===== src/telemetry_config.svh =====
`ifndef TELEMETRY_CONFIG_SVH
`define TELEMETRY_CONFIG_SVH

// Watched status bits, any change here triggers a capture
`define TLM_SIG_WIDTH 20

// Frame counter and error flag, stored but never compared
`define TLM_IGN_WIDTH 12

`define TLM_LOG_DEPTH 16  // Log words held in the FIFO
`define TLM_LEVEL_WIDTH ($clog2(`TLM_LOG_DEPTH) + 1)

// Clock cycles per UART bit, small for simulation
`define TLM_BAUD_DIV 16

`define TLM_DUMP_CMD 8'h61  // ASCII "a"

`endif

===== src/telemetry_pkg.sv =====
`default_nettype none
`include "telemetry_config.svh"

package telemetry_pkg;

  // Captured word, printed most significant nibble first
  typedef struct packed {
    logic [`TLM_IGN_WIDTH-1:0] ign;
    logic [`TLM_SIG_WIDTH-1:0] sig;
  } log_word_t;

  typedef struct packed {
    logic       valid;
    logic       last;  // Final byte of a dump
    logic [7:0] data;
  } byte_stream_t;

  typedef enum logic [2:0] {
    DUMP_IDLE,
    DUMP_FETCH,
    DUMP_NIBBLE,
    DUMP_CR,
    DUMP_LF
  } dump_state_e;

  typedef enum logic [1:0] {
    UART_IDLE,
    UART_START,
    UART_DATA,
    UART_STOP
  } uart_state_e;

endpackage

`default_nettype wire


===== src/telemetry_core.sv =====
`timescale 1ns/1ps
`default_nettype none
`include "telemetry_config.svh"

module telemetry_core (
  input  wire                          clock,
  input  wire                          usb_rst,
  input  wire                          enable_i,
  input  wire  [`TLM_SIG_WIDTH-1:0]    sig_i,
  input  wire  [`TLM_IGN_WIDTH-1:0]    ign_i,
  input  wire                          send_ni,
  input  wire                          uart_rx_i,
  output logic                         uart_tx_o,
  output logic                         dumping_o,
  output logic [`TLM_LEVEL_WIDTH-1:0]  level_o
);

  telemetry_pkg::log_word_t    log_word;
  telemetry_pkg::byte_stream_t tx_byte;
  telemetry_pkg::byte_stream_t rx_byte;

  logic log_valid;
  logic log_ready;
  logic tx_ready;
  logic send_q;
  logic rx_cmd;
  logic dump_start;

  // Button level, sampled every cycle
  always_ff @(posedge clock) begin
    if (usb_rst) begin
      send_q <= 1'b1;
    end else begin
      send_q <= send_ni;
    end
  end

  assign rx_cmd     = rx_byte.valid && (rx_byte.data == `TLM_DUMP_CMD);
  assign dump_start = !dumping_o && (!send_q || rx_cmd);  // Ignored mid-dump

  change_logger u_logger (
    .clock    (clock),
    .usb_rst  (usb_rst),
    .enable_i (enable_i),
    .sig_i    (sig_i),
    .ign_i    (ign_i),
    .level_o  (level_o),
    .m_word_o (log_word),
    .m_valid_o(log_valid),
    .m_ready_i(log_ready)
  );

  hex_dump u_dump (
    .clock    (clock),
    .usb_rst  (usb_rst),
    .start_i  (dump_start),
    .dumping_o(dumping_o),
    .s_word_i (log_word),
    .s_valid_i(log_valid),
    .s_ready_o(log_ready),
    .m_byte_o (tx_byte),
    .m_ready_i(tx_ready)
  );

  uart_link u_uart (
    .clock    (clock),
    .usb_rst  (usb_rst),
    .s_byte_i (tx_byte),
    .s_ready_o(tx_ready),
    .m_byte_o (rx_byte),
    .uart_rx_i(uart_rx_i),
    .uart_tx_o(uart_tx_o)
  );

endmodule

`default_nettype wire


===== src/uart_link.sv =====
`timescale 1ns/1ps
`default_nettype none
`include "telemetry_config.svh"

module uart_link (
  input  wire                               clock,
  input  wire                               usb_rst,
  input  wire telemetry_pkg::byte_stream_t  s_byte_i,
  output logic                              s_ready_o,
  output telemetry_pkg::byte_stream_t       m_byte_o,
  input  wire                               uart_rx_i,
  output logic                              uart_tx_o
);

  localparam int CW = $clog2(`TLM_BAUD_DIV);

  telemetry_pkg::uart_state_e tx_state;
  telemetry_pkg::uart_state_e rx_state;

  logic [CW-1:0] tx_cnt;
  logic [2:0]    tx_bit;
  logic [7:0]    tx_shift;
  logic          tx_q;
  logic          tx_tick;

  logic          rx_s1;
  logic          rx_s2;
  logic [CW-1:0] rx_cnt;
  logic [2:0]    rx_bit;
  logic [7:0]    rx_shift;
  logic          rx_valid_q;

  assign tx_tick   = (tx_cnt == CW'(`TLM_BAUD_DIV - 1));
  assign s_ready_o = (tx_state == telemetry_pkg::UART_IDLE);
  assign uart_tx_o = tx_q;

  // Transmitter, 8N1 with the LSB first
  always_ff @(posedge clock) begin
    if (usb_rst) begin
      tx_state <= telemetry_pkg::UART_IDLE;
      tx_cnt   <= '0;
      tx_bit   <= '0;
      tx_q     <= 1'b1;
    end else begin
      tx_cnt <= (tx_state == telemetry_pkg::UART_IDLE || tx_tick) ? '0 : tx_cnt + 1'b1;
      case (tx_state)
        telemetry_pkg::UART_IDLE: begin
          if (s_byte_i.valid) begin
            tx_shift <= s_byte_i.data;
            tx_q     <= 1'b0;  // Start bit
            tx_state <= telemetry_pkg::UART_START;
          end
        end
        telemetry_pkg::UART_START: begin
          if (tx_tick) begin
            tx_q     <= tx_shift[0];
            tx_bit   <= '0;
            tx_state <= telemetry_pkg::UART_DATA;
          end
        end
        telemetry_pkg::UART_DATA: begin
          if (tx_tick) begin
            if (tx_bit == 3'd7) begin
              tx_q     <= 1'b1;  // Stop bit
              tx_state <= telemetry_pkg::UART_STOP;
            end else begin
              tx_shift <= {1'b0, tx_shift[7:1]};
              tx_q     <= tx_shift[1];
              tx_bit   <= tx_bit + 1'b1;
            end
          end
        end
        telemetry_pkg::UART_STOP: begin
          if (tx_tick) begin
            tx_state <= telemetry_pkg::UART_IDLE;
          end
        end
        default: tx_state <= telemetry_pkg::UART_IDLE;
      endcase
    end
  end

  // Receiver, counts half a bit from the start edge and then whole bits
  always_ff @(posedge clock) begin
    if (usb_rst) begin
      rx_s1      <= 1'b1;
      rx_s2      <= 1'b1;
      rx_state   <= telemetry_pkg::UART_IDLE;
      rx_cnt     <= '0;
      rx_bit     <= '0;
      rx_valid_q <= 1'b0;
    end else begin
      rx_s1      <= uart_rx_i;
      rx_s2      <= rx_s1;
      rx_valid_q <= 1'b0;
      rx_cnt     <= rx_cnt + 1'b1;
      case (rx_state)
        telemetry_pkg::UART_IDLE: begin
          rx_cnt <= '0;
          if (!rx_s2) begin
            rx_state <= telemetry_pkg::UART_START;
          end
        end
        telemetry_pkg::UART_START: begin
          if (rx_cnt == CW'(`TLM_BAUD_DIV / 2 - 1)) begin
            rx_cnt   <= '0;
            rx_bit   <= '0;
            // A short low pulse is a glitch, not a start bit
            rx_state <= rx_s2 ? telemetry_pkg::UART_IDLE : telemetry_pkg::UART_DATA;
          end
        end
        telemetry_pkg::UART_DATA: begin
          if (rx_cnt == CW'(`TLM_BAUD_DIV - 1)) begin
            rx_cnt   <= '0;
            rx_shift <= {rx_s2, rx_shift[7:1]};
            rx_bit   <= rx_bit + 1'b1;
            if (rx_bit == 3'd7) begin
              rx_state <= telemetry_pkg::UART_STOP;
            end
          end
        end
        telemetry_pkg::UART_STOP: begin
          if (rx_cnt == CW'(`TLM_BAUD_DIV - 1)) begin
            rx_valid_q <= rx_s2;  // Framing errors are silently dropped
            rx_state   <= telemetry_pkg::UART_IDLE;
          end
        end
        default: rx_state <= telemetry_pkg::UART_IDLE;
      endcase
    end
  end

  assign m_byte_o.valid = rx_valid_q;
  assign m_byte_o.last  = 1'b1;  // Each received byte stands alone
  assign m_byte_o.data  = rx_shift;

endmodule

`default_nettype wire


===== src/hex_dump.sv =====
`timescale 1ns/1ps
`default_nettype none

module hex_dump (
  input  wire                            clock,
  input  wire                            usb_rst,
  input  wire                            start_i,
  output logic                           dumping_o,
  input  wire telemetry_pkg::log_word_t  s_word_i,
  input  wire                            s_valid_i,
  output logic                           s_ready_o,
  output telemetry_pkg::byte_stream_t    m_byte_o,
  input  wire                            m_ready_i
);

  localparam int WW      = $bits(telemetry_pkg::log_word_t);
  localparam int NIBBLES = WW / 4;
  localparam int NW      = $clog2(NIBBLES);

  telemetry_pkg::dump_state_e state;

  logic [WW-1:0] word_q;   // Shifts left one nibble per character
  logic [NW-1:0] nib_cnt;
  logic          last_q;   // No word waiting when the LF was queued
  logic          byte_acc;

  function automatic logic [7:0] hex_char(input logic [3:0] nib);
    logic [7:0] chr;
    if (nib < 4'd10) begin
      chr = 8'h30 + {4'h0, nib};
    end else begin
      chr = 8'h37 + {4'h0, nib};  // Upper case letters
    end
    return chr;
  endfunction

  assign byte_acc = m_byte_o.valid && m_ready_i;

  always_ff @(posedge clock) begin
    if (usb_rst) begin
      state   <= telemetry_pkg::DUMP_IDLE;
      nib_cnt <= '0;
      last_q  <= 1'b0;
    end else begin
      case (state)
        telemetry_pkg::DUMP_IDLE: begin
          if (start_i) begin
            state <= telemetry_pkg::DUMP_FETCH;
          end
        end
        telemetry_pkg::DUMP_FETCH: begin
          if (s_valid_i) begin
            word_q  <= s_word_i;
            nib_cnt <= '0;
            state   <= telemetry_pkg::DUMP_NIBBLE;
          end else begin
            state <= telemetry_pkg::DUMP_IDLE;  // Empty FIFO ends the dump at once
          end
        end
        telemetry_pkg::DUMP_NIBBLE: begin
          if (byte_acc) begin
            word_q <= {word_q[WW-5:0], 4'h0};
            if (nib_cnt == NW'(NIBBLES - 1)) begin
              state <= telemetry_pkg::DUMP_CR;
            end else begin
              nib_cnt <= nib_cnt + 1'b1;
            end
          end
        end
        telemetry_pkg::DUMP_CR: begin
          if (byte_acc) begin
            last_q <= !s_valid_i;  // Frozen so the LF byte stays stable
            state  <= telemetry_pkg::DUMP_LF;
          end
        end
        telemetry_pkg::DUMP_LF: begin
          if (byte_acc) begin
            state <= last_q ? telemetry_pkg::DUMP_IDLE : telemetry_pkg::DUMP_FETCH;
          end
        end
        default: state <= telemetry_pkg::DUMP_IDLE;
      endcase
    end
  end

  always_comb begin
    m_byte_o = '0;
    case (state)
      telemetry_pkg::DUMP_NIBBLE: begin
        m_byte_o.valid = 1'b1;
        m_byte_o.data  = hex_char(word_q[WW-1 -: 4]);
      end
      telemetry_pkg::DUMP_CR: begin
        m_byte_o.valid = 1'b1;
        m_byte_o.data  = 8'h0d;
      end
      telemetry_pkg::DUMP_LF: begin
        m_byte_o.valid = 1'b1;
        m_byte_o.last  = last_q;
        m_byte_o.data  = 8'h0a;
      end
      default: m_byte_o = '0;
    endcase
  end

  assign s_ready_o = (state == telemetry_pkg::DUMP_FETCH);
  assign dumping_o = (state != telemetry_pkg::DUMP_IDLE);

endmodule

`default_nettype wire


===== src/change_logger.sv =====
`timescale 1ns/1ps
`default_nettype none
`include "telemetry_config.svh"

module change_logger (
  input  wire                            clock,
  input  wire                            usb_rst,
  input  wire                            enable_i,
  input  wire  [`TLM_SIG_WIDTH-1:0]      sig_i,
  input  wire  [`TLM_IGN_WIDTH-1:0]      ign_i,
  output logic [`TLM_LEVEL_WIDTH-1:0]    level_o,
  output telemetry_pkg::log_word_t       m_word_o,
  output logic                           m_valid_o,
  input  wire                            m_ready_i
);

  localparam int AW = $clog2(`TLM_LOG_DEPTH);

  telemetry_pkg::log_word_t mem [`TLM_LOG_DEPTH];

  logic [`TLM_SIG_WIDTH-1:0]   sig_q;
  logic [AW-1:0]               wr_ptr;
  logic [AW-1:0]               rd_ptr;
  logic [`TLM_LEVEL_WIDTH-1:0] level_q;
  logic                        full;
  logic                        wr_en;
  logic                        rd_en;

  // Circular pointer step, also correct for depths that are not a power of two
  function automatic logic [AW-1:0] ptr_inc(input logic [AW-1:0] ptr);
    logic [AW-1:0] nxt;
    if (ptr == AW'(`TLM_LOG_DEPTH - 1)) begin
      nxt = '0;
    end else begin
      nxt = ptr + 1'b1;
    end
    return nxt;
  endfunction

  assign full  = (level_q == `TLM_LEVEL_WIDTH'(`TLM_LOG_DEPTH));
  assign wr_en = enable_i && (sig_i != sig_q) && !full;  // Full FIFO drops the capture
  assign rd_en = m_valid_o && m_ready_i;

  // Previous value tracks every cycle, even while disabled
  always_ff @(posedge clock) begin
    if (usb_rst) begin
      sig_q <= '0;
    end else begin
      sig_q <= sig_i;
    end
  end

  always_ff @(posedge clock) begin
    if (wr_en) begin
      mem[wr_ptr] <= '{ign: ign_i, sig: sig_i};
    end
  end

  always_ff @(posedge clock) begin
    if (usb_rst) begin
      wr_ptr  <= '0;
      rd_ptr  <= '0;
      level_q <= '0;
    end else begin
      if (wr_en) begin
        wr_ptr <= ptr_inc(wr_ptr);
      end
      if (rd_en) begin
        rd_ptr <= ptr_inc(rd_ptr);
      end
      case ({wr_en, rd_en})
        2'b10:   level_q <= level_q + 1'b1;
        2'b01:   level_q <= level_q - 1'b1;
        default: level_q <= level_q;  // Idle, or write and read together
      endcase
    end
  end

  // Head word stays put until taken, writes never land on it while not empty
  assign m_word_o  = mem[rd_ptr];
  assign m_valid_o = (level_q != '0);
  assign level_o   = level_q;

endmodule

`default_nettype wire


===== config.mk =====
export PLATFORM = sky130hd
export DESIGN_NAME = telemetry_core
export DESIGN_NICKNAME = d
export VERILOG_FILES = /design/src/telemetry_pkg.sv /design/src/telemetry_core.sv /design/src/uart_link.sv /design/src/hex_dump.sv /design/src/change_logger.sv
export VERILOG_INCLUDE_DIRS = /design/src
export SDC_FILE = /design/constraint.sdc
export NUM_CORES = 1
export LEC_CHECK = 0
export BUFFER_PORTS_ARGS = -buffer_cell sky130_fd_sc_hd__buf_2
export CAP_MARGIN = 10
export CORE_ASPECT_RATIO = 2
export CORE_MARGIN = 2
export CORE_UTILIZATION = 55
export CTS_BUF_LIST = sky130_fd_sc_hd__clkbuf_16
export CTS_CLUSTER_DIAMETER = 30
export DETAILED_ROUTE_END_ITERATION = 7
export PLACE_DENSITY = 0.75
export SETUP_SLACK_MARGIN = 0.5
export SLEW_MARGIN = 20
export SYNTH_ARGS = -nofsm -noshare
export SYNTH_HDL_FRONTEND = slang
export SYNTH_SLANG_ARGS = --single-unit

===== constraint.sdc =====
create_clock -name clock -period 4.7 [get_ports clock]
set_input_delay 0.47 -clock clock [delete_from_list [all_inputs] [get_ports clock]]
set_output_delay 0.47 -clock clock [all_outputs]
set_load 0.01 [all_outputs]

==> results.env, run 1 <==
GLOBAL_ROUTE.OVERFLOW_TOTAL=0
POSTROUTEWIRELENGTH_MM=53.2
NUMCTSBUFFERS=68
SYN_AVG_CELL_AREA_UM2=19.0
MAX_CLOCK_FREQ_GHz=0.260
WORST_PATH_CLASS_SETUP='flip-flop to flip-flop'
ROUTE.DETAILED.VIAS_PER_INST=6.34
GP_CONGESTION=0.790
SLEW_AT_THE_PIN_CLOSEST_TO_ITS_MAX_SLEW_LIMIT_NS=1.06
GRT_PASS1_VIAS=13000
CAP_VIOL_MAX_COUNT=0
LAYOUT-DRIVE-GT1-SHARE_PCT=26.8
SYNTH.FF_LATCH_COUNT=626
PRECTSSETUPSLACK_NS=0.557
TIMING.CRITICAL_PATH.FANOUT_MAX=18
COUNT_OF_STANDARD_CELL_ROWS=109
SYNTHSIMPLEGATEAREAFRAC_PCT=4.95
AREA_GROWTH_PCT=13.9
PLACEMENT.CELL_AREA_UM2=25600
WORSTSKEWPAIRLATENCY_NS=0.60
ANTENNA_FOUND_INITIAL=2
DIE_WIDTH_UM=153
HOLD_BUFFERS=0
NNETSFINAL=1425
POST_SYNTHESIS_XOR_XNOR_AREA_FRACTION_PCT=1.04
SYNTH_COMPOUND_GATE_AREA_SHARE_PCT=3.49
ANTENNA_DIODE_COUNT=0
TIMING.HOLD.WORST.START='send_ni'
CRITICAL_PATH.STARTPOINT='u_logger.sig_q[2]'
CTS_RESIZED=0
LAYOUT.FILLER_CELLS=2987
DIE_HEIGHT_UM=303
MOST_COMMON_LIBRARY_CELL_IN_THE_LAYOUT_IGNORING_FILL_AND_TAPS='sky130_fd_sc_hd__edfxtp_1'
MOSTFREQUENTLAYOUTCELLS='sky130_fd_sc_hd__edfxtp_1, sky130_fd_sc_hd__mux4_2, sky130_fd_sc_hd__nor2_1, sky130_fd_sc_hd__clkbuf_16, sky130_fd_sc_hd__dfxtp_1'
MAXSLEWVIOLCOUNT=0
SYN_INST=1289
LAYOUT_SETUP_WS_NS=0.853
IO-PIN-COUNT=44
DRT_PRE_ANTENNA_ITERS=5
CELLLEAKAGEPOWER_nW=8.93
LAYOUT.CORE_UTILIZATION_PCT=63.2
INITIAL_STANDARD_CELL_UTILIZATION_OF_THE_CORE_PCT=55.5
GRT.TOTAL_USAGE_PCT=23.2
ROUTE.VIAS.TOTAL=12500
VDD.IR_DROP.WORST_mV=0.364
MULTI_INPUT_COMB_AREA_UM2=6060
CLKSLEWWORSTSETUPHOLDPATHS_NS=0.06
NETLIST_AREA_UM2=24500
COMBINATIONAL_FAMILY_WITH_THE_MOST_AREA_AFTER_SYNTHESIS='multiplexers'
GRT_START_MAX_NET_PINS=71
DRT_FIRST_ITER_VIOLATIONS=1038
YS.FLOP_TYPE='sky130_fd_sc_hd__edfxtp_1'
FIN_CRIT_SH_PCT=81.9
TRITONCTS_NUM_SINKS=626
SYNTH.DISTINCT_CELLS=58
CLOCK-SKEW-FINAL_NS=0.0212
CLOCK_TREE.HTREE_LEVEL_COUNT=3
SEQUENTIAL_CELL_AREA_UM2=18100
GLOBAL_ROUTE_WIRE_LENGTH_BEFORE_REPAIR_MM=79.2
ROUTE.ANTENNA.REMAINING_NETS=0
TIMING.FINAL.HOLD_VIOLATIONS=0
CTS_TREE='yes'
WORSTPATHARRIVAL_NS=4.33
SYNTHARSTFLOPSHARE_PCT=0
FIN_TNS_SETUP_NS=0
CRITICAL_PATH_REQUIRED_NS=5.19
OUTCOME='complete, no violations'
HEADROOM_TO_THE_MAX_SLEW_LIMIT_PCT=28.6
SYNTH_FP_NETS=1349
POSTCTSSETUPBUFFERS=0
SETUP_VIOL_COUNT_FINAL=0
CLOCK-ROOT-BUFFER='sky130_fd_sc_hd__clkbuf_16'
SYNTHADDERAREAFRAC_PCT=1.17
SUMMED_AREA_OF_NON_FILLER_CELLS_IN_THE_FINAL_LAYOUT_UM2=27900
CORE-AREA_UM2=44200
SYNTH.YOSYS.SEQ_AREA_SHARE_PCT=73.9
POST_SYNTH_MUX_AREA_SHARE_PCT=13.9
FINALWORSTPATHREQUIREDPERIOD_NS=3.85
ROUTEDWLPERCELL_UM=26.9
CTS.PATH.MAX_BUFFERS=3
DRC=0
WORST_SETUP_PATH_END_KIND='flip-flop'
SYNTH-EDFF-COUNT=559
HOLD_CLASS='input pin to flip-flop'
DETAILED_PLACEMENT_WIRELENGTH_ESTIMATE_MM=29.5
POWER_PER_CELL_AREA_nW_PER_UM2=501
STARTPOINT_CLASS_OF_THE_CRITICAL_PATH='flip-flop'
REG2REG_FROM='u_logger.sig_q[2]'
DIE-AREA_UM2=46400
PORT_BUFFERS=43
YOSYSWARNINGCOUNT=0
RSZ0062_AT_GRT='no'
==> state kept, by name, summed over array words and instances, names as in the netlist, named ones only <==
signal,cells
u_logger.rd_ptr,4
u_dump.nib_cnt,3
send_q,1
u_logger.sig_q,20
u_logger.level_o,5
u_uart.rx_cnt,4
u_uart.rx_state,1
u_logger.mem,512
u_logger.wr_ptr,4
u_uart.rx_s1,1
u_uart.tx_cnt,4
u_uart.uart_tx_o,1
u_uart.tx_shift,7
u_dump.word_q,32
u_dump.last_q,1
u_uart.tx_state,2
u_uart.rx_s2,1
u_uart.rx_bit,3
u_uart.tx_bit,3
u_uart.rx_shift,8
u_uart.rx_valid_q,1
u_dump.state,3
==> metal layers <==
layer	GRT usage [%]	part of all wire, %	vias up
met3	3.61	5.6	152
met2	41.2	54	464
met5	0	0.021	-
met1	27.8	37	6544
met4	11.1	4.3	2
li1	-	-	5365
==> cells by family after synthesis <==
| kind of cell | count (synthesis) |
|---|---|
| multiplexers | 173 |
| AO/OA/AOI/OAI | 125 |
| AND/OR/NAND/NOR | 231 |
| flip-flops | 626 |
| buffers and inverters | 82 |
| adder cells (fa/ha/maj) | 23 |
| XOR/XNOR | 29 |
==> through the flow <==
| stage | std cells | power (W) | hold slack (ns) |
|---|---|---|---|
| after floorplan | 1289 | 0.00812 | 0.389 |
| after global placement | 1850 | 0.00865 | 0.413 |
| after detailed placement | 1850 | 0.00871 | 0.406 |
| after CTS | 1975 | 0.0141 | 0.0401 |
| after global routing | 1975 | 0.0145 | 0.0655 |
| final | 1975 | 0.0140 | 0.0638 |
==> report_power, final <==
part / leakage (nW) / switching (W) / total [W] / internal, W
clock network: 1.13 / 0.00234 / 0.00543 / 0.00309
registers: 5.60 / 0.000209 / 0.00664 / 0.00643
logic: 2.20 / 0.00102 / 0.00194 / 0.000921
total: 8.93 / 0.00357 / 0.0140 / 0.0104
==> cell type report <==
| type | instances | area share, % |
|---|---|---|
| multi-input cells | 581 | 21.7 |
| inverters | 17 | 0.228 |
| repair buffers | 71 | 2.37 |
| well taps | 555 | 2.48 |
| clock inverters | 57 | 2.24 |
| clock buffers | 68 | 6.09 |
| flip-flops and latches | 626 | 64.9 |
==> cells in the mapped netlist, types with 22 or more instances <==
library cell | instances | area share, %
sky130_fd_sc_hd__mux2_2 | 30 | 1.4
sky130_fd_sc_hd__ha_1 | 23 | 1.2
sky130_fd_sc_hd__nor2_1 | 69 | 1.1
sky130_fd_sc_hd__clkbuf_1 | 36 | 0.55
sky130_fd_sc_hd__o22ai_1 | 29 | 0.74
sky130_fd_sc_hd__nor2b_1 | 53 | 1.4
sky130_fd_sc_hd__edfxtp_1 | 559 | 68
sky130_fd_sc_hd__nand2_1 | 29 | 0.44
sky130_fd_sc_hd__a211oi_1 | 31 | 0.95
sky130_fd_sc_hd__xnor2_1 | 22 | 0.79
sky130_fd_sc_hd__mux4_2 | 132 | 12
sky130_fd_sc_hd__dfxtp_1 | 67 | 5.5
==> critical path, cell delays in order (launching register included) <==
cell	delay (ns)
sky130_fd_sc_hd__dfxtp_1	0.31
sky130_fd_sc_hd__xnor2_1	0.45
sky130_fd_sc_hd__nand4_1	0.18
sky130_fd_sc_hd__nor3_2	0.46
sky130_fd_sc_hd__a21oi_1	0.41
sky130_fd_sc_hd__inv_1	0.23
sky130_fd_sc_hd__ha_1	0.36
sky130_fd_sc_hd__xor2_1	0.12
sky130_fd_sc_hd__ha_1	0.22
sky130_fd_sc_hd__inv_1	0.06
sky130_fd_sc_hd__o21ai_0	0.08
sky130_fd_sc_hd__a21o_1	0.19
sky130_fd_sc_hd__a221oi_1	0.30
sky130_fd_sc_hd__mux2_2	0.36
==> path summary, 6_finish.rpt <==
path	slack, ns	to	cells past startpoint
min	0.06	send_q	2
min reg2reg	0.42	u_uart.rx_s2	1
max reg2reg	0.85	u_logger.level_o[4]	13
max	0.85	u_logger.level_o[4]	13
Note: power is estimated with default switching activity, not from simulation.
==> inputs of run 2 (changes only) <==
==> constraint.sdc (replaced) <==
create_clock -name clock -period 3.9 [get_ports clock]
set_input_delay 0.39 -clock clock [delete_from_list [all_inputs] [get_ports clock]]
set_output_delay 0.39 -clock clock [all_outputs]
set_load 0.01 [all_outputs]
==> run 2 against run 1 <==
  * First-iteration DRC count is 13% higher
  * Critical path type unchanged
  * Fmax grew 21%
  * Final cell count increased by 1.4%
  * Register-to-register slack got worse by 0.13 ns
==> results.env, run 2 (synthesis gave the netlist of run 1 again) <==
RSZ0062_AT_GRT='no'  # unchanged
MAXSLEWVIOLCOUNT=0  # unchanged
SLEW_AT_THE_PIN_CLOSEST_TO_ITS_MAX_SLEW_LIMIT_NS=1.04  # was 1.06 ns
ROUTE.VIAS.TOTAL=12500  # about the same
CELLLEAKAGEPOWER_nW=9.06  # was 8.93 nW
MAX_FLOP_REGISTER='u_logger.mem'  # unchanged
GP_CONGESTION=0.798  # was 0.790
POWER.SHARE.SEQUENTIAL_PCT=46.9  # was 47.4%
ROUTE.ANTENNA.REMAINING_NETS=0  # unchanged
GRT_PASS1_VIAS=13000  # about the same
REG2REG_FROM='u_logger.level_o[1]'  # was u_logger.sig_q[2]
NUMCTSBUFFERS=71  # was 68
DRT_FIRST_ITER_VIOLATIONS=1178  # was 1038
CTS_TREE='yes'  # unchanged
FIN_TNS_SETUP_NS=0  # unchanged
P_SWITCHING_W=0.00436  # was 0.00357 W
FIN_CRIT_SH_PCT=81.5  # was 81.9%
PWR-SHARE-COMB_PCT=14.1  # was 13.9%
GRT.TOTAL_USAGE_PCT=23.5  # was 23.2%
PLACED_CELLS=1871  # was 1850
GLOBAL_ROUTE_WIRE_LENGTH_BEFORE_REPAIR_MM=80.0  # was 79.2 mm
DRT_PRE_ANTENNA_ITERS=5  # unchanged
DIE_HEIGHT_UM=303  # unchanged
STARTPOINT_CLASS_OF_THE_CRITICAL_PATH='flip-flop'  # unchanged
MULTI_INPUT_COMB_AREA_UM2=6070  # was 6060 um^2
CRITICAL_PATH_REQUIRED_NS=4.39  # was 5.19 ns
DIE-AREA_UM2=46400  # unchanged
MOST_COMMON_LIBRARY_CELL_IN_THE_LAYOUT_IGNORING_FILL_AND_TAPS='sky130_fd_sc_hd__edfxtp_1'  # unchanged
SW_FRAC_OF_TOTAL_PCT=25.6  # was 25.5%
POSTROUTEWIRELENGTH_MM=53.6  # was 53.2 mm
CLOCK-ROOT-BUFFER='sky130_fd_sc_hd__clkbuf_16'  # unchanged
DIE_WIDTH_UM=153  # unchanged
PORT_BUFFERS=43  # unchanged
CRITICAL_PATH.STARTPOINT='u_logger.level_o[1]'  # was u_logger.sig_q[2]
WORST_SETUP_PATH_END_KIND='flip-flop'  # unchanged
CAP_VIOL_MAX_COUNT=0  # unchanged
COUNT_OF_PLACED_STANDARD_CELLS_IN_THE_FINAL_LAYOUT_FILLERS_LEFT_OUT=2002  # was 1975
DRC=0  # unchanged
DETAILED_PLACEMENT_WIRELENGTH_ESTIMATE_MM=31.1  # was 29.5 mm
CTS.PATH.MAX_BUFFERS=3  # unchanged
P_INT_W=0.0127  # was 0.0104 W
WORST_PATH_CLASS_SETUP='flip-flop to flip-flop'  # unchanged
R2R_WORST_PATH_DEPTH=12  # was 13
AREA_GROWTH_PCT=14.3  # was 13.9%
INITIAL_STANDARD_CELL_UTILIZATION_OF_THE_CORE_PCT=55.5  # unchanged
TIMING.RR.END='u_logger.level_o[4]'  # unchanged
WORST-R2R-SETUP-SLACK_NS=0.72  # was 0.85 ns
ANTENNA_FOUND_INITIAL=2  # unchanged
CRIT_CHAIN='or4_1, o21ai_2, a21oi_1, inv_1, ha_1, xor2_1, ha_1, inv_1, o21ai_0, a21o_1, a221oi_1, mux2_2'  # was xnor2_1, nand4_1, nor3_2, a21oi_1, inv_1, ha_1, xor2_1, ha_1, inv_1, o21ai_0, a21o_1, a221oi_1, mux2_2
POSTCTSSETUPBUFFERS=0  # unchanged
HEADROOM_TO_THE_MAX_SLEW_LIMIT_PCT=30.7  # was 28.6%
TIMING.CRITICAL_PATH.FANOUT_MAX=10  # was 18
ROUTEDWLPERCELL_UM=26.8  # was 26.9 um
MAX_CLOCK_FREQ_GHz=0.315  # was 0.260 GHz
MOSTFREQUENTLAYOUTCELLS='sky130_fd_sc_hd__edfxtp_1, sky130_fd_sc_hd__mux4_2, sky130_fd_sc_hd__clkbuf_16, sky130_fd_sc_hd__nor2_1, sky130_fd_sc_hd__dfxtp_1'  # was sky130_fd_sc_hd__edfxtp_1, sky130_fd_sc_hd__mux4_2, sky130_fd_sc_hd__nor2_1, sky130_fd_sc_hd__clkbuf_16, sky130_fd_sc_hd__dfxtp_1
CTS_RESIZED=0  # unchanged
COUNT_OF_STANDARD_CELL_ROWS=109  # unchanged
SHARE_CLK_OF_TOTAL_POWER_PCT=39.0  # was 38.7%
CLKSLEWWORSTSETUPHOLDPATHS_NS=0.06  # about the same
WORSTSKEWPAIRLATENCY_NS=0.61  # was 0.60 ns
VDD.IR_DROP.WORST_mV=0.465  # was 0.364 mV
STAGE_DELAY_OF_THE_SLOWEST_CELL_ON_THE_CRITICAL_PATH_NS=0.59  # was 0.46 ns
GRT_START_MAX_NET_PINS=50  # was 71
CRITICAL_PATH.SLOWEST_CELL='sky130_fd_sc_hd__or4_1'  # was sky130_fd_sc_hd__nor3_2
WORSTPATHARRIVAL_NS=3.66  # was 4.33 ns
IO-PIN-COUNT=44  # unchanged
REG_TOP3='u_logger.mem x512, u_dump.word_q x32, u_logger.sig_q x20'  # unchanged
CLOCK-SKEW-FINAL_NS=0.0290  # was 0.0212 ns
CLOCK_TREE.HTREE_LEVEL_COUNT=3  # unchanged
TIMING.HOLD.WORST.START='ign_i[8]'  # was send_ni
CORE-AREA_UM2=44200  # unchanged
GLOBAL_ROUTE.OVERFLOW_TOTAL=0  # unchanged
HOLD_CLASS='input pin to flip-flop'  # unchanged
SETUP_VIOL_COUNT_FINAL=0  # unchanged
LAYOUT-DRIVE-GT1-SHARE_PCT=27.9  # was 26.8%
SEQUENTIAL_CELL_AREA_UM2=18100  # unchanged
POWER_PER_CELL_AREA_nW_PER_UM2=607  # was 501 nW/um^2
TRITONCTS_NUM_SINKS=626  # unchanged
OUTCOME='complete, no violations'  # unchanged
ANTENNA_DIODE_COUNT=0  # unchanged
LAYOUT.FILLER_CELLS=2989  # was 2987
LARGEST_REGISTER_FFS=512  # unchanged
FINALWORSTPATHREQUIREDPERIOD_NS=3.18  # was 3.85 ns
CP-ENDPOINT='u_logger.level_o[4]'  # unchanged
TIMING.FINAL.HOLD_VIOLATIONS=0  # unchanged
ROUTE.DETAILED.VIAS_PER_INST=6.24  # was 6.34
NNETSFINAL=1451  # was 1425
## run 2: cell types whose count changed in the layout (fill, tap and decap cells not counted), moves of 3 or more
cell / previous run / this run
sky130_fd_sc_hd__and3_2: 16 / 13
sky130_fd_sc_hd__and3_4: 0 / 3
sky130_fd_sc_hd__buf_12: 19 / 6
sky130_fd_sc_hd__buf_4: 9 / 43
sky130_fd_sc_hd__clkbuf_16: 68 / 72
sky130_fd_sc_hd__clkinv_8: 5 / 8
sky130_fd_sc_hd__clkinvlp_4: 8 / 3
sky130_fd_sc_hd__inv_6: 12 / 17
## run 2: worst min-delay path by stage
stage	end	slack (ns)	depth (start not counted)
detailed placement	u_uart.rx_s2	0.41	1
CTS	u_logger.mem[14][22]	0.14	1
global route	u_logger.mem[10][23]	0.17	1
finish	u_logger.mem[14][28]	0.17	1
floorplan	u_uart.rx_s2	0.39	1
global placement	u_uart.rx_s2	0.42	1
## run 2: cell type report
cell class	count	share of cell area, %
clock inverter	57	2.11
timing repair buffer	94	2.42
clock buffer	72	6.43
multi-input combinational	581	21.7
tap	555	2.48
sequential	626	64.7
inverter	17	0.228
## run 2: repair_timing
action / CTS / global route
hold buffers: 2 / 0
hold endpoints to repair: 2 / 0
endpoints found under the setup margin: 0 / 0
## run 2: worst max-delay path: cells and delay by family (launching register included)
kind | cells | cell delay [ns]
AO/OA/AOI/OAI | 5 | 1.07
AND/OR/NAND/NOR | 1 | 0.59
adder cells (fa/ha/maj) | 2 | 0.41
flip-flops | 1 | 0.40
multiplexers | 1 | 0.37
buffers and inverters | 2 | 0.17
XOR/XNOR | 1 | 0.08
## run 2: layer usage
metal	global-route usage, %	vias to the layer above	share of wire, %
li1	-	5415	-
met1	27.6	6484	36
met2	43.2	485	56
met3	3.77	108	5.5
met4	9.55	4	3.0
met5	0	-	0.037
## run 2: per-stage QoR
stage | util [%] | power [W] | cell area (um^2) | worst slack (ns) | hold WS, ns
floorplan | - | 0.00979 | 24500 | 0.575 | 0.389
global placement | 58.0 | 0.0105 | 25600 | 0.604 | 0.419
detailed placement | 58.0 | 0.0105 | 25600 | 0.594 | 0.407
CTS | 63.4 | 0.0171 | 28000 | 0.721 | 0.143
global route | 63.5 | 0.0176 | 28000 | 0.507 | 0.165
finish | 63.5 | 0.0170 | 28000 | 0.723 | 0.171
## run 2: power groups by stage
stage / registers (W) / logic (W) / clock network, W
final: 0.00799 / 0.00240 / 0.00664
after global routing: 0.00802 / 0.00260 / 0.00698
after CTS: 0.00799 / 0.00243 / 0.00672
after detailed placement: 0.00813 / 0.00241 / 0
after global placement: 0.00811 / 0.00236 / 0
after floorplan: 0.00800 / 0.00180 / 0
==> inputs of run 3 (changes only) <==
--- a/config.mk
+++ b/config.mk
@@ -14,7 +14,7 @@
 export CTS_BUF_LIST = sky130_fd_sc_hd__clkbuf_16
 export CTS_CLUSTER_DIAMETER = 30
 export DETAILED_ROUTE_END_ITERATION = 7
-export PLACE_DENSITY = 0.75
+export PLACE_DENSITY = 0.78
 export SETUP_SLACK_MARGIN = 0.5
 export SLEW_MARGIN = 20
 export SYNTH_ARGS = -nofsm -noshare
==> constraint.sdc (replaced) <==
create_clock -name clock -period 2.9 [get_ports clock]
set_input_delay 0.29 -clock clock [delete_from_list [all_inputs] [get_ports clock]]
set_output_delay 0.29 -clock clock [all_outputs]
set_load 0.01 [all_outputs]
==> run 3 against run 2 <==
  * Final cell count up 3.2%
  * Clock power up 36%
  * Setup slack got worse by 0.56 ns
  * Non-clock buffer count rose by 60
  * Combinational power up 57%
  * Core utilization rose by 1.9 points
  * Final area grew 3.0%
  * Total power grew 38%
  * Clock-buffer cell count up 2
  * Critical path type unchanged
  * Largest cell class unchanged
  * Highest routed layer is now met4
==> results.env, run 3 (synthesis gave the netlist of run 1 again) <==
CRITICAL_PATH_REQUIRED_NS=3.38  # was 4.39 ns
POWER_PER_CELL_AREA_nW_PER_UM2=813  # was 607 nW/um^2
DETAILED_PLACEMENT_WIRELENGTH_ESTIMATE_MM=32.9  # was 31.1 mm
WORST_SETUP_PATH_END_KIND='flip-flop'  # unchanged
CTS_TREE='yes'  # unchanged
MOST_COMMON_LIBRARY_CELL_IN_THE_LAYOUT_IGNORING_FILL_AND_TAPS='sky130_fd_sc_hd__edfxtp_1'  # unchanged
LARGEST_REGISTER_FFS=512  # unchanged
NUMCTSBUFFERS=72  # was 71
LAYOUT_SETUP_WS_NS=0.163  # was 0.723 ns
GLOBAL_ROUTE.OVERFLOW_TOTAL=0  # unchanged
COUNT_OF_PLACED_STANDARD_CELLS_IN_THE_FINAL_LAYOUT_FILLERS_LEFT_OUT=2067  # was 2002
FIN_CRIT_SH_PCT=94.4  # was 81.5%
DIE-AREA_UM2=46400  # unchanged
MOSTFREQUENTLAYOUTCELLS='sky130_fd_sc_hd__edfxtp_1, sky130_fd_sc_hd__mux4_2, sky130_fd_sc_hd__buf_4, sky130_fd_sc_hd__clkbuf_16, sky130_fd_sc_hd__nor2_1'  # was sky130_fd_sc_hd__edfxtp_1, sky130_fd_sc_hd__mux4_2, sky130_fd_sc_hd__clkbuf_16, sky130_fd_sc_hd__nor2_1, sky130_fd_sc_hd__dfxtp_1
FINALWORSTPATHREQUIREDPERIOD_NS=2.74  # was 3.18 ns
GLOBAL_ROUTE_WIRE_LENGTH_BEFORE_REPAIR_MM=85.6  # was 80.0 mm
WORSTPATHARRIVAL_NS=3.22  # was 3.66 ns
GRT_PASS1_VIAS=13900  # was 13000
PRECTSSETUPSLACK_NS=0.0722  # was 0.594 ns
TRITONCTS_NUM_SINKS=626  # unchanged
CORE-AREA_UM2=44200  # unchanged
CAP_VIOL_MAX_COUNT=0  # unchanged
CLOCK-ROOT-BUFFER='sky130_fd_sc_hd__clkbuf_16'  # unchanged
ANTENNA_FOUND_INITIAL=0  # was 2
IO-PIN-COUNT=44  # unchanged
ROUTE.ANTENNA.REMAINING_NETS=0  # unchanged
DIE_HEIGHT_UM=303  # unchanged
STARTPOINT_CLASS_OF_THE_CRITICAL_PATH='flip-flop'  # unchanged
HEADROOM_TO_THE_MAX_SLEW_LIMIT_PCT=46.8  # was 30.7%
PORT_BUFFERS=43  # unchanged
MULTI_INPUT_COMB_AREA_UM2=6130  # was 6070 um^2
TIMING.FINAL.HOLD_VIOLATIONS=0  # unchanged
DRT_PRE_ANTENNA_ITERS=5  # unchanged
WORST_PATH_CLASS_SETUP='flip-flop to flip-flop'  # unchanged
ROUTE.VIAS.TOTAL=13200  # was 12500
SEQUENTIAL_CELL_AREA_UM2=18100  # about the same
GRT_START_MAX_NET_PINS=39  # was 50
LAYOUT.FILLER_CELLS=2834  # was 2989
MAX_FLOP_REGISTER='u_logger.mem'  # unchanged
CLOCK_TREE.HTREE_LEVEL_COUNT=3  # unchanged
CLKSLEWWORSTSETUPHOLDPATHS_NS=0.07  # was 0.06 ns
ANTENNA_DIODE_COUNT=0  # unchanged
COUNT_OF_STANDARD_CELL_ROWS=109  # unchanged
WORSTSKEWPAIRLATENCY_NS=0.60  # was 0.61 ns
REG_TOP3='u_logger.mem x512, u_dump.word_q x32, u_logger.sig_q x20'  # unchanged
CELLLEAKAGEPOWER_nW=9.43  # was 9.06 nW
LAYOUT.CORE_UTILIZATION_PCT=65.4  # was 63.5%
DRC=0  # unchanged
POSTROUTEWIRELENGTH_MM=58.1  # was 53.6 mm
GRT.TOTAL_USAGE_PCT=25.2  # was 23.5%
HOLD_CLASS='input pin to flip-flop'  # unchanged
TOTAL_POWER_W=0.0235  # was 0.0170 W
FIN_TNS_SETUP_NS=0  # unchanged
CRITICAL_PATH.STARTPOINT='u_logger.sig_q[14]'  # was u_logger.level_o[1]
PLACED_CELLS=1920  # was 1871
REG2REG_FROM='u_logger.sig_q[14]'  # was u_logger.level_o[1]
WORST-R2R-SETUP-SLACK_NS=0.16  # was 0.72 ns
AREA_GROWTH_PCT=17.7  # was 14.3%
CLOCK-SKEW-FINAL_NS=0.0247  # was 0.0290 ns
CTS.PATH.MAX_BUFFERS=3  # unchanged
R2R_WORST_PATH_DEPTH=15  # was 12
ROUTEDWLPERCELL_UM=28.1  # was 26.8 um
NNETSFINAL=1512  # was 1451
RSZ0062_AT_GRT='yes'  # was no
VDD.IR_DROP.WORST_mV=0.653  # was 0.465 mV
MAX_CLOCK_FREQ_GHz=0.365  # was 0.315 GHz
TIMING.CRITICAL_PATH.FANOUT_MAX=3  # was 10
OUTCOME='complete, no violations'  # unchanged
MIN_DELAY_PATH_DEPTH=2  # was 1
ROUTE.DETAILED.VIAS_PER_INST=6.41  # was 6.24
GP_CONGESTION=0.847  # was 0.798
MAXSLEWVIOLCOUNT=0  # unchanged
LAYOUT-DRIVE-GT1-SHARE_PCT=31.9  # was 27.9%
SETUP_VIOL_COUNT_FINAL=0  # unchanged
TIMING.RR.END='u_logger.level_o[4]'  # unchanged
DRT_FIRST_ITER_VIOLATIONS=1127  # was 1178
DIE_WIDTH_UM=153  # unchanged
INITIAL_STANDARD_CELL_UTILIZATION_OF_THE_CORE_PCT=55.5  # unchanged
SLEW_AT_THE_PIN_CLOSEST_TO_ITS_MAX_SLEW_LIMIT_NS=0.798  # was 1.04 ns
CP-ENDPOINT='u_logger.level_o[4]'  # unchanged
## run 3: through the flow
stage	hold slack, ns	area [um^2]
CTS	0.00718	28800
detailed placement	0.403	26300
finish	0.0209	28900
global placement	0.403	26300
global route	0.0194	28900
floorplan	0.389	24600
## run 3: how the worst min path moves through the flow
stage                       from            endpoint  slack [ns]
finish                  sig_i[0]   u_logger.sig_q[0]        0.02
detailed placement  u_uart.rx_s1        u_uart.rx_s2        0.40
CTS                     sig_i[0]   u_logger.sig_q[0]       0.007
global route            sig_i[0]   u_logger.sig_q[0]        0.02
floorplan               sig_i[0]  u_logger.mem[0][0]        0.39
global placement    u_uart.rx_s1        u_uart.rx_s2        0.40
## run 3: layout make-up
type | instances | share of cell area (%)
well taps | 555 | 2.40
clock buffers | 74 | 6.41
repair buffers | 154 | 4.88
multi-input cells | 581 | 21.2
inverters | 17 | 0.230
clock inverters | 60 | 2.03
flip-flops and latches | 626 | 62.8
## run 3: power breakdown
| group | switching (W) | internal [W] |
|---|---|---|
| Combinational | 0.00197 | 0.00180 |
| Sequential | 0.000241 | 0.0104 |
| Clock | 0.00394 | 0.00512 |
| Total | 0.00615 | 0.0173 |
## run 3: timing repair
action | in CTS | in global routing
setup buffers | 7 | 1
endpoints found under the hold margin | 6 | 0
setup endpoints to repair | 6 | 83
resized for setup | 2 | 9
hold buffers | 4 | 0
pin swaps | 5 | 7
gates cloned | 0 | 1
## run 3: worst max-delay path: stages, from the launching register on
cell	delay, ns
sky130_fd_sc_hd__dfxtp_2	0.32
sky130_fd_sc_hd__xnor2_1	0.11
sky130_fd_sc_hd__buf_4	0.15
sky130_fd_sc_hd__nand4_1	0.17
sky130_fd_sc_hd__nor3_2	0.06
sky130_fd_sc_hd__buf_4	0.14
sky130_fd_sc_hd__a21oi_4	0.19
sky130_fd_sc_hd__inv_4	0.06
sky130_fd_sc_hd__ha_4	0.16
sky130_fd_sc_hd__xor2_2	0.14
sky130_fd_sc_hd__ha_2	0.21
sky130_fd_sc_hd__inv_2	0.05
sky130_fd_sc_hd__o21ai_2	0.04
sky130_fd_sc_hd__a21o_1	0.19
sky130_fd_sc_hd__a221oi_2	0.30
sky130_fd_sc_hd__mux2_4	0.32
## run 3: metal layers
metal / wire (um) / GRT usage, % / part of all wire, % / vias to the layer above
met5: 0 / 0 / 0 / -
met2: 31600 / 45.7 / 54 / 751
li1: - / - / - / 5528
met3: 4130 / 3.97 / 7.1 / 172
met1: 19500 / 28.8 / 34 / 6797
met4: 2820 / 13.1 / 4.9 / 0
